==> src/design/csr_pkg.sv <==
// Shared widths, enums, register layouts and reset constants for the machine-mode CSR file
package csr_pkg;

  localparam int XLEN = 32;

  typedef logic [XLEN-1:0]   csr_word_t;
  typedef logic [2*XLEN-1:0] csr_long_t;

  // Only user and machine mode exist on this core
  typedef enum logic [1:0] {
    U_MODE = 2'd0,
    M_MODE = 2'd3
  } priv_level_t;

  typedef enum logic [1:0] {
    CSR_NONE,
    CSR_WRITE,
    CSR_SET,
    CSR_CLEAR
  } csr_op_t;

  typedef enum logic [1:0] {
    DIRECT   = 2'd0,
    VECTORED = 2'd1
  } tvec_mode_t;

  typedef enum logic [11:0] {
    // Machine information, read only
    MVENDORID_ADDR     = 12'hF11,
    MARCHID_ADDR       = 12'hF12,
    MIMPID_ADDR        = 12'hF13,
    MHARTID_ADDR       = 12'hF14,
    MCONFIGPTR_ADDR    = 12'hF15,
    // Machine trap setup
    MSTATUS_ADDR       = 12'h300,
    MISA_ADDR          = 12'h301,
    MIE_ADDR           = 12'h304,
    MTVEC_ADDR         = 12'h305,
    MCOUNTEREN_ADDR    = 12'h306,
    MCOUNTINHIBIT_ADDR = 12'h320,
    // Machine trap handling
    MSCRATCH_ADDR      = 12'h340,
    MEPC_ADDR          = 12'h341,
    MCAUSE_ADDR        = 12'h342,
    MTVAL_ADDR         = 12'h343,
    MIP_ADDR           = 12'h344,
    // Machine counters
    MCYCLE_ADDR        = 12'hB00,
    MINSTRET_ADDR      = 12'hB02,
    MCYCLEH_ADDR       = 12'hB80,
    MINSTRETH_ADDR     = 12'hB82,
    // User read-only shadows
    CYCLE_ADDR         = 12'hC00,
    TIME_ADDR          = 12'hC01,
    INSTRET_ADDR       = 12'hC02,
    CYCLEH_ADDR        = 12'hC80,
    TIMEH_ADDR         = 12'hC81,
    INSTRETH_ADDR      = 12'hC82
  } csr_addr_t;

  typedef struct packed {
    logic [9:0]  rsvd_31_22;
    logic        tw;          // Timeout wait
    logic [2:0]  rsvd_20_18;
    logic        mprv;        // Modify privilege
    logic [3:0]  rsvd_16_13;
    priv_level_t mpp;         // Previous privilege
    logic [2:0]  rsvd_10_8;
    logic        mpie;
    logic [2:0]  rsvd_6_4;
    logic        mie;         // Global machine interrupt enable
    logic [2:0]  rsvd_2_0;
  } mstatus_t;

  typedef struct packed {
    logic [29:0] base;
    tvec_mode_t  mode;
  } mtvec_t;

  // Same layout for mie and mip
  typedef struct packed {
    logic [19:0] rsvd_31_12;
    logic        mei;
    logic [2:0]  rsvd_10_8;
    logic        mti;
    logic [2:0]  rsvd_6_4;
    logic        msi;
    logic [2:0]  rsvd_2_0;
  } mint_t;

  // Same layout for mcounteren and mcountinhibit
  typedef struct packed {
    logic [28:0] hpm;   // No hpm counters behind these bits
    logic        ir;
    logic        tm;
    logic        cy;
  } counter_ctl_t;

  // MXL of 1 for RV32, with I and U
  localparam csr_word_t MISA_VALUE = 32'h4010_0100;

  localparam mstatus_t MSTATUS_RESET = '{tw: 1'b1, mpp: U_MODE, default: '0};

endpackage

==> src/design/counter_state_if.sv <==
// Carries the counter values and counter control registers to the read path
interface counter_state_if import csr_pkg::*; ();

  csr_long_t    cycle;
  csr_long_t    instret;
  counter_ctl_t mcounteren;
  counter_ctl_t mcountinhibit;

  modport bank (output cycle, instret, mcounteren, mcountinhibit);

  modport reader (input cycle, instret, mcounteren, mcountinhibit);

endinterface

==> src/design/csr_state_if.sv <==
// Carries the machine trap register values from the register bank to the read path
interface csr_state_if import csr_pkg::*; ();

  mstatus_t  mstatus;
  mtvec_t    mtvec;
  mint_t     mie;
  mint_t     mip;
  csr_word_t mscratch;
  csr_word_t mepc;
  csr_word_t mcause;
  csr_word_t mtval;

  modport bank (
    output mstatus, mtvec, mie, mip,
    output mscratch, mepc, mcause, mtval
  );

  modport reader (
    input mstatus, mtvec, mie, mip,
    input mscratch, mepc, mcause, mtval
  );

endinterface

==> src/design/csr_access_check.sv <==
// Merges a CSR operation into the next value and decides whether the access may commit
module csr_access_check import csr_pkg::*; (
  input  csr_addr_t   csr_addr,
  input  csr_op_t     csr_op,
  input  csr_word_t   new_val,
  input  logic        valid_write,
  input  priv_level_t curr_priv,
  input  csr_word_t   old_val,
  input  logic        addr_bad,
  output logic        invalid_csr,
  output csr_addr_t   wr_addr,
  output csr_word_t   wr_data,
  output logic        wr_en
);

  logic      op_active;
  logic      ro_viol;
  logic      priv_viol;
  csr_word_t merged;

  assign op_active = (csr_op != CSR_NONE);

  // New value after the read-modify-write
  always_comb begin
    case (csr_op)
      CSR_WRITE: merged = new_val;
      CSR_SET:   merged = old_val | new_val;
      CSR_CLEAR: merged = old_val & ~new_val;
      default:   merged = new_val;
    endcase
  end

  // Top address bits 11 mark the read-only space
  assign ro_viol = (csr_addr[11:10] == 2'b11) && op_active && valid_write;

  // Privilege field of the address against the current mode
  assign priv_viol = op_active && (csr_addr[9:8] > curr_priv);

  assign invalid_csr = op_active && (ro_viol || priv_viol || addr_bad);

  assign wr_addr = csr_addr;
  assign wr_data = merged;
  assign wr_en   = valid_write && op_active && !invalid_csr; // One-cycle commit

endmodule

==> src/design/csr_counters.sv <==
// Cycle and retired-instruction counters with their enable and inhibit registers
module csr_counters import csr_pkg::*; (
  input  logic      CLK,
  input  logic      nRST,
  input  csr_addr_t wr_addr,
  input  csr_word_t wr_data,
  input  logic      wr_en,
  input  logic      inst_ret,
  counter_state_if.bank cnt
);

  csr_long_t    cycle_q, cycle_next;
  csr_long_t    instret_q, instret_next;
  counter_ctl_t mcounteren, mcounteren_next;
  counter_ctl_t mcountinhibit, mcountinhibit_next;

  always_ff @(posedge CLK, negedge nRST) begin
    if (!nRST) begin
      cycle_q       <= '0;
      instret_q     <= '0;
      mcounteren    <= '1; // User access open after reset
      mcountinhibit <= '0;
    end else begin
      cycle_q       <= cycle_next;
      instret_q     <= instret_next;
      mcounteren    <= mcounteren_next;
      mcountinhibit <= mcountinhibit_next;
    end
  end

  always_comb begin
    cycle_next         = mcountinhibit.cy ? cycle_q : cycle_q + 64'd1;
    instret_next       = mcountinhibit.ir ? instret_q : instret_q + 64'(inst_ret);
    mcounteren_next    = mcounteren;
    mcountinhibit_next = mcountinhibit;

    // A loaded half replaces the count for this cycle
    if (wr_en) begin
      case (wr_addr)
        MCYCLE_ADDR:     cycle_next   = {cycle_q[63:32], wr_data};
        MCYCLEH_ADDR:    cycle_next   = {wr_data, cycle_q[31:0]};
        MINSTRET_ADDR:   instret_next = {instret_q[63:32], wr_data};
        MINSTRETH_ADDR:  instret_next = {wr_data, instret_q[31:0]};
        MCOUNTEREN_ADDR: mcounteren_next = counter_ctl_t'(wr_data);
        MCOUNTINHIBIT_ADDR: begin
          mcountinhibit_next    = counter_ctl_t'(wr_data);
          mcountinhibit_next.tm = 1'b0; // Time cannot be inhibited
        end
        default: ;
      endcase
    end
  end

  assign cnt.cycle         = cycle_q;
  assign cnt.instret       = instret_q;
  assign cnt.mcounteren    = mcounteren;
  assign cnt.mcountinhibit = mcountinhibit;

endmodule

==> src/design/csr_file.sv <==
// Top level of the machine-mode CSR file, connecting access check, registers and read path
module csr_file import csr_pkg::*; #(
  parameter csr_word_t HART_ID = '0
) (
  input  logic        CLK,
  input  logic        nRST,
  input  csr_long_t   mtime,
  input  csr_addr_t   csr_addr,
  input  csr_op_t     csr_op,
  input  csr_word_t   new_csr_val,
  input  logic        valid_write,
  input  priv_level_t curr_priv,
  input  logic        inst_ret,
  // Trap logic injection
  input  logic        inject_mstatus,
  input  mstatus_t    next_mstatus,
  input  logic        inject_mepc,
  input  csr_word_t   next_mepc,
  input  logic        inject_mcause,
  input  csr_word_t   next_mcause,
  input  logic        inject_mtval,
  input  csr_word_t   next_mtval,
  input  logic        inject_mip,
  input  mint_t       next_mip,
  output csr_word_t   old_csr_val,
  output logic        invalid_csr,
  // Current trap state for the core
  output mstatus_t    curr_mstatus,
  output mint_t       curr_mie,
  output mint_t       curr_mip,
  output mtvec_t      curr_mtvec,
  output csr_word_t   curr_mepc,
  output csr_word_t   curr_mcause
);

  csr_addr_t wr_addr;
  csr_word_t wr_data;
  logic      wr_en;
  logic      addr_bad;

  csr_state_if     state_if ();
  counter_state_if cnt_if ();

  csr_access_check u_check (
    .csr_addr    (csr_addr),
    .csr_op      (csr_op),
    .new_val     (new_csr_val),
    .valid_write (valid_write),
    .curr_priv   (curr_priv),
    .old_val     (old_csr_val),
    .addr_bad    (addr_bad),
    .invalid_csr (invalid_csr),
    .wr_addr     (wr_addr),
    .wr_data     (wr_data),
    .wr_en       (wr_en)
  );

  csr_trap_regs u_trap_regs (
    .CLK            (CLK),
    .nRST           (nRST),
    .wr_addr        (wr_addr),
    .wr_data        (wr_data),
    .wr_en          (wr_en),
    .inject_mstatus (inject_mstatus),
    .next_mstatus   (next_mstatus),
    .inject_mepc    (inject_mepc),
    .next_mepc      (next_mepc),
    .inject_mcause  (inject_mcause),
    .next_mcause    (next_mcause),
    .inject_mtval   (inject_mtval),
    .next_mtval     (next_mtval),
    .inject_mip     (inject_mip),
    .next_mip       (next_mip),
    .state          (state_if.bank)
  );

  csr_counters u_counters (
    .CLK      (CLK),
    .nRST     (nRST),
    .wr_addr  (wr_addr),
    .wr_data  (wr_data),
    .wr_en    (wr_en),
    .inst_ret (inst_ret),
    .cnt      (cnt_if.bank)
  );

  csr_read_mux #(.HART_ID(HART_ID)) u_read_mux (
    .csr_addr  (csr_addr),
    .curr_priv (curr_priv),
    .mtime     (mtime),
    .state     (state_if.reader),
    .cnt       (cnt_if.reader),
    .old_val   (old_csr_val),
    .addr_bad  (addr_bad)
  );

  assign curr_mstatus = state_if.mstatus;
  assign curr_mie     = state_if.mie;
  assign curr_mip     = state_if.mip;
  assign curr_mtvec   = state_if.mtvec;
  assign curr_mepc    = state_if.mepc;
  assign curr_mcause  = state_if.mcause;

endmodule

==> src/design/csr_read_mux.sv <==
// Selects the CSR read value by address and flags unknown or gated addresses
module csr_read_mux import csr_pkg::*; #(
  parameter csr_word_t HART_ID = '0
) (
  input  csr_addr_t   csr_addr,
  input  priv_level_t curr_priv,
  input  csr_long_t   mtime,
  csr_state_if.reader     state,
  counter_state_if.reader cnt,
  output csr_word_t   old_val,
  output logic        addr_bad
);

  logic user_mode;
  logic cy_blocked;
  logic tm_blocked;
  logic ir_blocked;

  assign user_mode  = (curr_priv == U_MODE);
  assign cy_blocked = user_mode && !cnt.mcounteren.cy;
  assign tm_blocked = user_mode && !cnt.mcounteren.tm;
  assign ir_blocked = user_mode && !cnt.mcounteren.ir;

  always_comb begin
    old_val  = '0;
    addr_bad = 1'b0;
    case (csr_addr)
      // Fixed information
      MVENDORID_ADDR,
      MARCHID_ADDR,
      MIMPID_ADDR,
      MCONFIGPTR_ADDR:    old_val = '0;
      MHARTID_ADDR:       old_val = HART_ID;
      MISA_ADDR:          old_val = MISA_VALUE;
      // Trap registers
      MSTATUS_ADDR:       old_val = state.mstatus;
      MTVEC_ADDR:         old_val = state.mtvec;
      MIE_ADDR:           old_val = state.mie;
      MIP_ADDR:           old_val = state.mip;
      MSCRATCH_ADDR:      old_val = state.mscratch;
      MEPC_ADDR:          old_val = state.mepc;
      MCAUSE_ADDR:        old_val = state.mcause;
      MTVAL_ADDR:         old_val = state.mtval;
      // Counter control
      MCOUNTEREN_ADDR:    old_val = cnt.mcounteren;
      MCOUNTINHIBIT_ADDR: old_val = cnt.mcountinhibit;
      MCYCLE_ADDR:        old_val = cnt.cycle[31:0];
      MCYCLEH_ADDR:       old_val = cnt.cycle[63:32];
      MINSTRET_ADDR:      old_val = cnt.instret[31:0];
      MINSTRETH_ADDR:     old_val = cnt.instret[63:32];
      // User shadows, gated by mcounteren in user mode
      CYCLE_ADDR: begin
        addr_bad = cy_blocked;
        old_val  = cy_blocked ? '0 : cnt.cycle[31:0];
      end
      CYCLEH_ADDR: begin
        addr_bad = cy_blocked;
        old_val  = cy_blocked ? '0 : cnt.cycle[63:32];
      end
      TIME_ADDR: begin
        addr_bad = tm_blocked;
        old_val  = tm_blocked ? '0 : mtime[31:0];
      end
      TIMEH_ADDR: begin
        addr_bad = tm_blocked;
        old_val  = tm_blocked ? '0 : mtime[63:32];
      end
      INSTRET_ADDR: begin
        addr_bad = ir_blocked;
        old_val  = ir_blocked ? '0 : cnt.instret[31:0];
      end
      INSTRETH_ADDR: begin
        addr_bad = ir_blocked;
        old_val  = ir_blocked ? '0 : cnt.instret[63:32];
      end
      default: addr_bad = 1'b1; // Not implemented here
    endcase
  end

endmodule

==> src/design/csr_trap_regs.sv <==
// Machine trap registers with legal-value rules, software writes and trap-logic injection
module csr_trap_regs import csr_pkg::*; (
  input  logic      CLK,
  input  logic      nRST,
  input  csr_addr_t wr_addr,
  input  csr_word_t wr_data,
  input  logic      wr_en,
  input  logic      inject_mstatus,
  input  mstatus_t  next_mstatus,
  input  logic      inject_mepc,
  input  csr_word_t next_mepc,
  input  logic      inject_mcause,
  input  csr_word_t next_mcause,
  input  logic      inject_mtval,
  input  csr_word_t next_mtval,
  input  logic      inject_mip,
  input  mint_t     next_mip,
  csr_state_if.bank state
);

  mstatus_t  mstatus, mstatus_next;
  mtvec_t    mtvec, mtvec_next;
  mint_t     mie, mie_next;
  mint_t     mip, mip_next;
  csr_word_t mscratch, mscratch_next;
  csr_word_t mepc, mepc_next;
  csr_word_t mcause, mcause_next;
  csr_word_t mtval, mtval_next;

  // Keeps only the implemented mstatus fields
  function automatic mstatus_t legal_mstatus(csr_word_t val);
    mstatus_t r;
    r = '0;
    r.mie  = val[3];
    r.mpie = val[7];
    r.mpp  = (val[12:11] == M_MODE) ? M_MODE : U_MODE; // Unsupported modes fall to user
    r.mprv = val[17];
    r.tw   = val[21];
    return r;
  endfunction

  function automatic mint_t legal_mint(csr_word_t val);
    mint_t r;
    r = '0;
    r.msi = val[3];
    r.mti = val[7];
    r.mei = val[11];
    return r;
  endfunction

  function automatic mtvec_t legal_mtvec(csr_word_t val);
    mtvec_t r;
    r.base = val[31:2];
    r.mode = (val[1:0] == 2'b01) ? VECTORED : DIRECT; // Reserved modes read as direct
    return r;
  endfunction

  always_ff @(posedge CLK, negedge nRST) begin
    if (!nRST) begin
      mstatus  <= MSTATUS_RESET;
      mtvec    <= '0;
      mie      <= '0;
      mip      <= '0;
      mscratch <= '0;
      mepc     <= '0;
      mcause   <= '0;
      mtval    <= '0;
    end else begin
      mstatus  <= mstatus_next;
      mtvec    <= mtvec_next;
      mie      <= mie_next;
      mip      <= mip_next;
      mscratch <= mscratch_next;
      mepc     <= mepc_next;
      mcause   <= mcause_next;
      mtval    <= mtval_next;
    end
  end

  always_comb begin
    mstatus_next  = mstatus;
    mtvec_next    = mtvec;
    mie_next      = mie;
    mip_next      = mip;
    mscratch_next = mscratch;
    mepc_next     = mepc;
    mcause_next   = mcause;
    mtval_next    = mtval;

    // Software access
    if (wr_en) begin
      case (wr_addr)
        MSTATUS_ADDR:  mstatus_next  = legal_mstatus(wr_data);
        MTVEC_ADDR:    mtvec_next    = legal_mtvec(wr_data);
        MIE_ADDR:      mie_next      = legal_mint(wr_data);
        MIP_ADDR:      mip_next      = legal_mint(wr_data);
        MSCRATCH_ADDR: mscratch_next = wr_data;
        MEPC_ADDR:     mepc_next     = wr_data;
        MCAUSE_ADDR:   mcause_next   = wr_data;
        MTVAL_ADDR:    mtval_next    = wr_data;
        default: ;
      endcase
    end

    // Trap logic has the last word
    if (inject_mstatus) mstatus_next = legal_mstatus(next_mstatus);
    if (inject_mepc)    mepc_next    = next_mepc;
    if (inject_mcause)  mcause_next  = next_mcause;
    if (inject_mtval)   mtval_next   = next_mtval;
    if (inject_mip)     mip_next     = legal_mint(next_mip);
  end

  assign state.mstatus  = mstatus;
  assign state.mtvec    = mtvec;
  assign state.mie      = mie;
  assign state.mip      = mip;
  assign state.mscratch = mscratch;
  assign state.mepc     = mepc;
  assign state.mcause   = mcause;
  assign state.mtval    = mtval;

endmodule

==> config.mk <==
export PLATFORM = sky130hd
export DESIGN_NAME = csr_file
export DESIGN_NICKNAME = d
export VERILOG_FILES = /design/src/design/csr_pkg.sv /design/src/design/counter_state_if.sv /design/src/design/csr_state_if.sv /design/src/design/csr_access_check.sv /design/src/design/csr_counters.sv /design/src/design/csr_file.sv /design/src/design/csr_read_mux.sv /design/src/design/csr_trap_regs.sv
export SDC_FILE = /design/constraint.sdc
export NUM_CORES = 1
export LEC_CHECK = 0
export BUFFER_PORTS_ARGS = -buffer_cell sky130_fd_sc_hd__buf_2
export CORE_MARGIN = 2
export CORE_UTILIZATION = 30
export CTS_BUF_LIST = sky130_fd_sc_hd__clkbuf_8 sky130_fd_sc_hd__clkbuf_16
export CTS_CLUSTER_SIZE = 16
export DETAILED_ROUTE_END_ITERATION = 6
export PLACE_DENSITY = 0.45
export SYNTH_ARGS = -nofsm -noshare
export SYNTH_HDL_FRONTEND = slang
export SYNTH_SLANG_ARGS = --single-unit
==> constraint.sdc <==
create_clock -name CLK -period 4.23 [get_ports CLK]
set_clock_uncertainty 0.2 [all_clocks]
set_input_delay 0.846 -clock CLK [delete_from_list [all_inputs] [get_ports CLK]]
set_output_delay 0.846 -clock CLK [all_outputs]
set_load 0.1 [all_outputs]
==> impl_metrics.yaml <==
cells_and_area:
  drive_above_1_share: 0.318
  fin_nets: 3722
  multi_input_area_um2: 13900
  synthToLayoutAreaGrowth_pct: 36.5
  layout.area.seq_um2: 9070
  fillCellCount: 8147
  final_area_um2: 33200
sta:
  period_share: 1.01
  setup_slack_ns: -0.0252
  rsz0062_at_grt: "yes"
  hold_viol: 0
  finalSetupTns_ns: -0.0252
  slew_headroom: 0.361
  fmax_mhz: 235
  period_needed_ns: 4.26
  setup_viol: 1
  worstMarginPinSlew_ns: 0.956
  final_max_slew_viol_count: 0
  hold-worst-slack_ns: 0.0355
route:
  firstDrtPassIters: 6
  drt_iter0_drc: 3162
  routed_wl_um: 152000
  ant_nets: 0
  viasPerCell: 6.06
  drc_errors: 0
  wl_per_cell_um: 33.4
  vias: 27500
yosys:
  synthesis.instances: 2780
  avgSynthCellArea_um2: 8.74
  synth-async-reset-ratio: 1.00
  synthTopCellsByArea: "dfrtp_1 (34%), mux2i_1 (4.5%), nand2_1 (4.2%)"
  synthAdderAreaFrac: 0.00257
  yosys_register_bits: 361
  synth_xor_area_frac: 0.00433
  synth_top_area_cell: "dfrtp_1"
  yosysSeqAreaShare: 0.374
  syn_area_um2: 24300
  synthSimpleGateAreaFrac: 0.226
  synth.distinct_cells: 109
  synth_top_family_by_area: "compound AO/OA/AOI/OAI gates"
  yosysWarnings: 0
  synth_mux_area_frac: 0.0621
  synth_edf_count: 0
  synth.top_cell.area_share: 0.338
  yosys_most_used_dff: "dfrtp_1"
  synth-compound-area-share: 0.252
worst_setup_path:
  max_stage_delay_ns: 0.45
  crit_arrival_ns: 3.21
  worst_path_dominant_cell_family: "buffers and inverters"
  slowest_stage: "a21oi_1"
  start_kind: "input pin"
  criticalPathCategory: "input pin to primary output"
  critPathBufInv: 6
  critPathMaxFanout: 9
  crit_top_cell: "buf_4"
  cp.required_ns: 3.18
  path_cells: "buf_4, buf_6, nor4_4, buf_4, buf_12, a22oi_1, buf_4, o22ai_1, a21oi_1, nand3_1, buf_12"
  endpoint_kind: "primary output"
power:
  p_leak_nw: 14.3
  max-vdd-ir-drop_v: 0.000280
  p_per_area_nw_per_um2: 321
global_route:
  grt_pass1_wl_um: 208000
  grt-ovfl-total: 0
  grt_max_degree: 78
  antenna_found_initial: 10
  grt_use_total: 0.355
  grt_pass1_vias: 25800
floorplanning:
  die_h_um: 289
  initial_utilization: 0.302
  coreArea_um2: 80400
  rows: 104
  die_w_um: 289
  dieArea_um2: 83300
  io_pins: 506
run_status:
  violations: "setup timing"
  status: "complete, but fails checks"
placement:
  numPortBuffers: 365
  place_ws_ns: -0.472
  place_area_um2: 30800
  gp_congestion: 1.04
  post-dp-hpwl_um: 118000
clock_tree:
  clk_path_buf_depth: 3
  cts.sinks: 361
  insertion_delay_ns: 0.63
  cts_tree: "built"
  h-tree-depth: 2
  numCtsBuffers: 47
  cts-root-buf: "clkbuf_16"
  hold_buffers: 0
  clk_pin_slew_ns: 0.06
flow_run:
  drv_cap: 0
hold_path:
  min_path_type: "input pin to asynchronous set/reset pin"
what timing repair did:
action | CTS | global route
setup buffers | 7 | 32
endpoints found under the setup margin | 16 | 17
pin swaps | 4 | 17
resized for setup | 30 | 46
cloned | 1 | 0
through the flow:
stage | cells | total power, mW | util
after detailed placement | 4411 | 6.27 | 0.383
after CTS | 4504 | 10.6 | 0.406
after global placement | 4411 | 6.26 | 0.383
final | 4534 | 10.6 | 0.412
after global routing | 4532 | 10.9 | 0.412
after floorplan | 2864 | 5.33 | -
area by class of cell:
class,count,area share
Clock buffer,53,0.0380
Antenna cell,2,0.000151
Clock inverter,32,0.0102
Inverter,37,0.00419
Tap cell,1060,0.0400
Multi-Input combinational cell,2136,0.421
Timing Repair Buffer,853,0.213
Sequential cell,361,0.274
cells by family (layout without fill, tap and decap cells):
| logic type | Yosys count | after routing |
|---|---|---|
| simple gates | 957 | 957 |
| compound gates | 935 | 935 |
| buf+inv | 367 | 975 |
| flops | 361 | 361 |
| mux | 142 | 142 |
| xor+xnor | 12 | 12 |
| fa+ha+maj | 5 | 5 |
| other cells | 1 | 87 |
synth_stat cells (21+ instances only):
library cell	instances
mux2_2	27
nor3_1	47
o22ai_1	57
dfrtp_1	328
a21oi_1	162
nor2_1	113
o21ai_1	137
nor3b_1	92
a31oi_1	27
nand4_1	69
buf_4	104
nand2_1	269
inv_1	36
o21ai_0	181
a22o_1	25
nor4_1	35
nand3_1	94
clkbuf_1	122
o221ai_1	23
o211ai_1	33
or3_1	29
dfstp_2	33
a22oi_1	80
buf_2	92
mux2i_1	109
and3_1	36
a211oi_1	21
cell usage in the layout (no fill, tap or decap), types with 85 or more instances in the layout:
cell type and instances:
o21ai_1 136, buf_12 106, nor2_1 109, buf_2 322, nand3_1 92, o21ai_0 181, nor3b_1 92, mux2i_1 109
nand2_1 267, a21oi_1 162, conb_1 85, dfrtp_1 328, buf_4 398
report_power, final:
group	internal, mW	switching (mW)
clock	2.50	1.82
sequential	3.62	0.273
combinational	0.642	1.77
total	6.77	3.86
layer usage:
| layer | up-vias | global-route usage | wire length (µm) |
|---|---|---|---|
| met4 | 10 | 0.131 | 6290 |
| met5 | - | 0 | 65 |
| met2 | 1598 | 0.553 | 67600 |
| met1 | 13800 | 0.489 | 63900 |
| met3 | 293 | 0.0679 | 13700 |
| li1 | 11800 | - | - |
state kept, by name, indices dropped and copies added (netlist names):
register	cells
u_counters.cnt.cycle	64
u_counters.cnt.instret	64
u_counters.cnt.mcounteren	32
u_trap_regs.state.mcause	32
u_trap_regs.state.mepc	32
u_trap_regs.state.mscratch	32
u_trap_regs.state.mtval	32
u_counters.cnt.mcountinhibit	31
u_trap_regs.state.mtvec	31
u_trap_regs.state.mstatus	5
u_trap_regs.state.mie	3
u_trap_regs.state.mip	3
worst paths after layout:
check / start / endpoint / slack (ns) / cells after the start
worst max-delay path: csr_addr[4] / old_csr_val[26] / -0.03 / 11
worst min-delay path: nRST / u_counters.cnt.cycle[38] / 0.04 / 1
worst max register to register: u_counters.cnt.mcounteren[1] / u_trap_regs.state.mstatus[11] / 0.66 / 10
worst min register to register: u_counters.cnt.mcounteren[12] / u_counters.cnt.mcounteren[12] / 0.26 / 2
max in group asynchronous: nRST / u_counters.cnt.mcounteren[27] / 2.81 / 2
min in group CLK: next_mepc[23] / u_trap_regs.state.mepc[23] / 0.23 / 2
(Power assumes the default switching activity.)
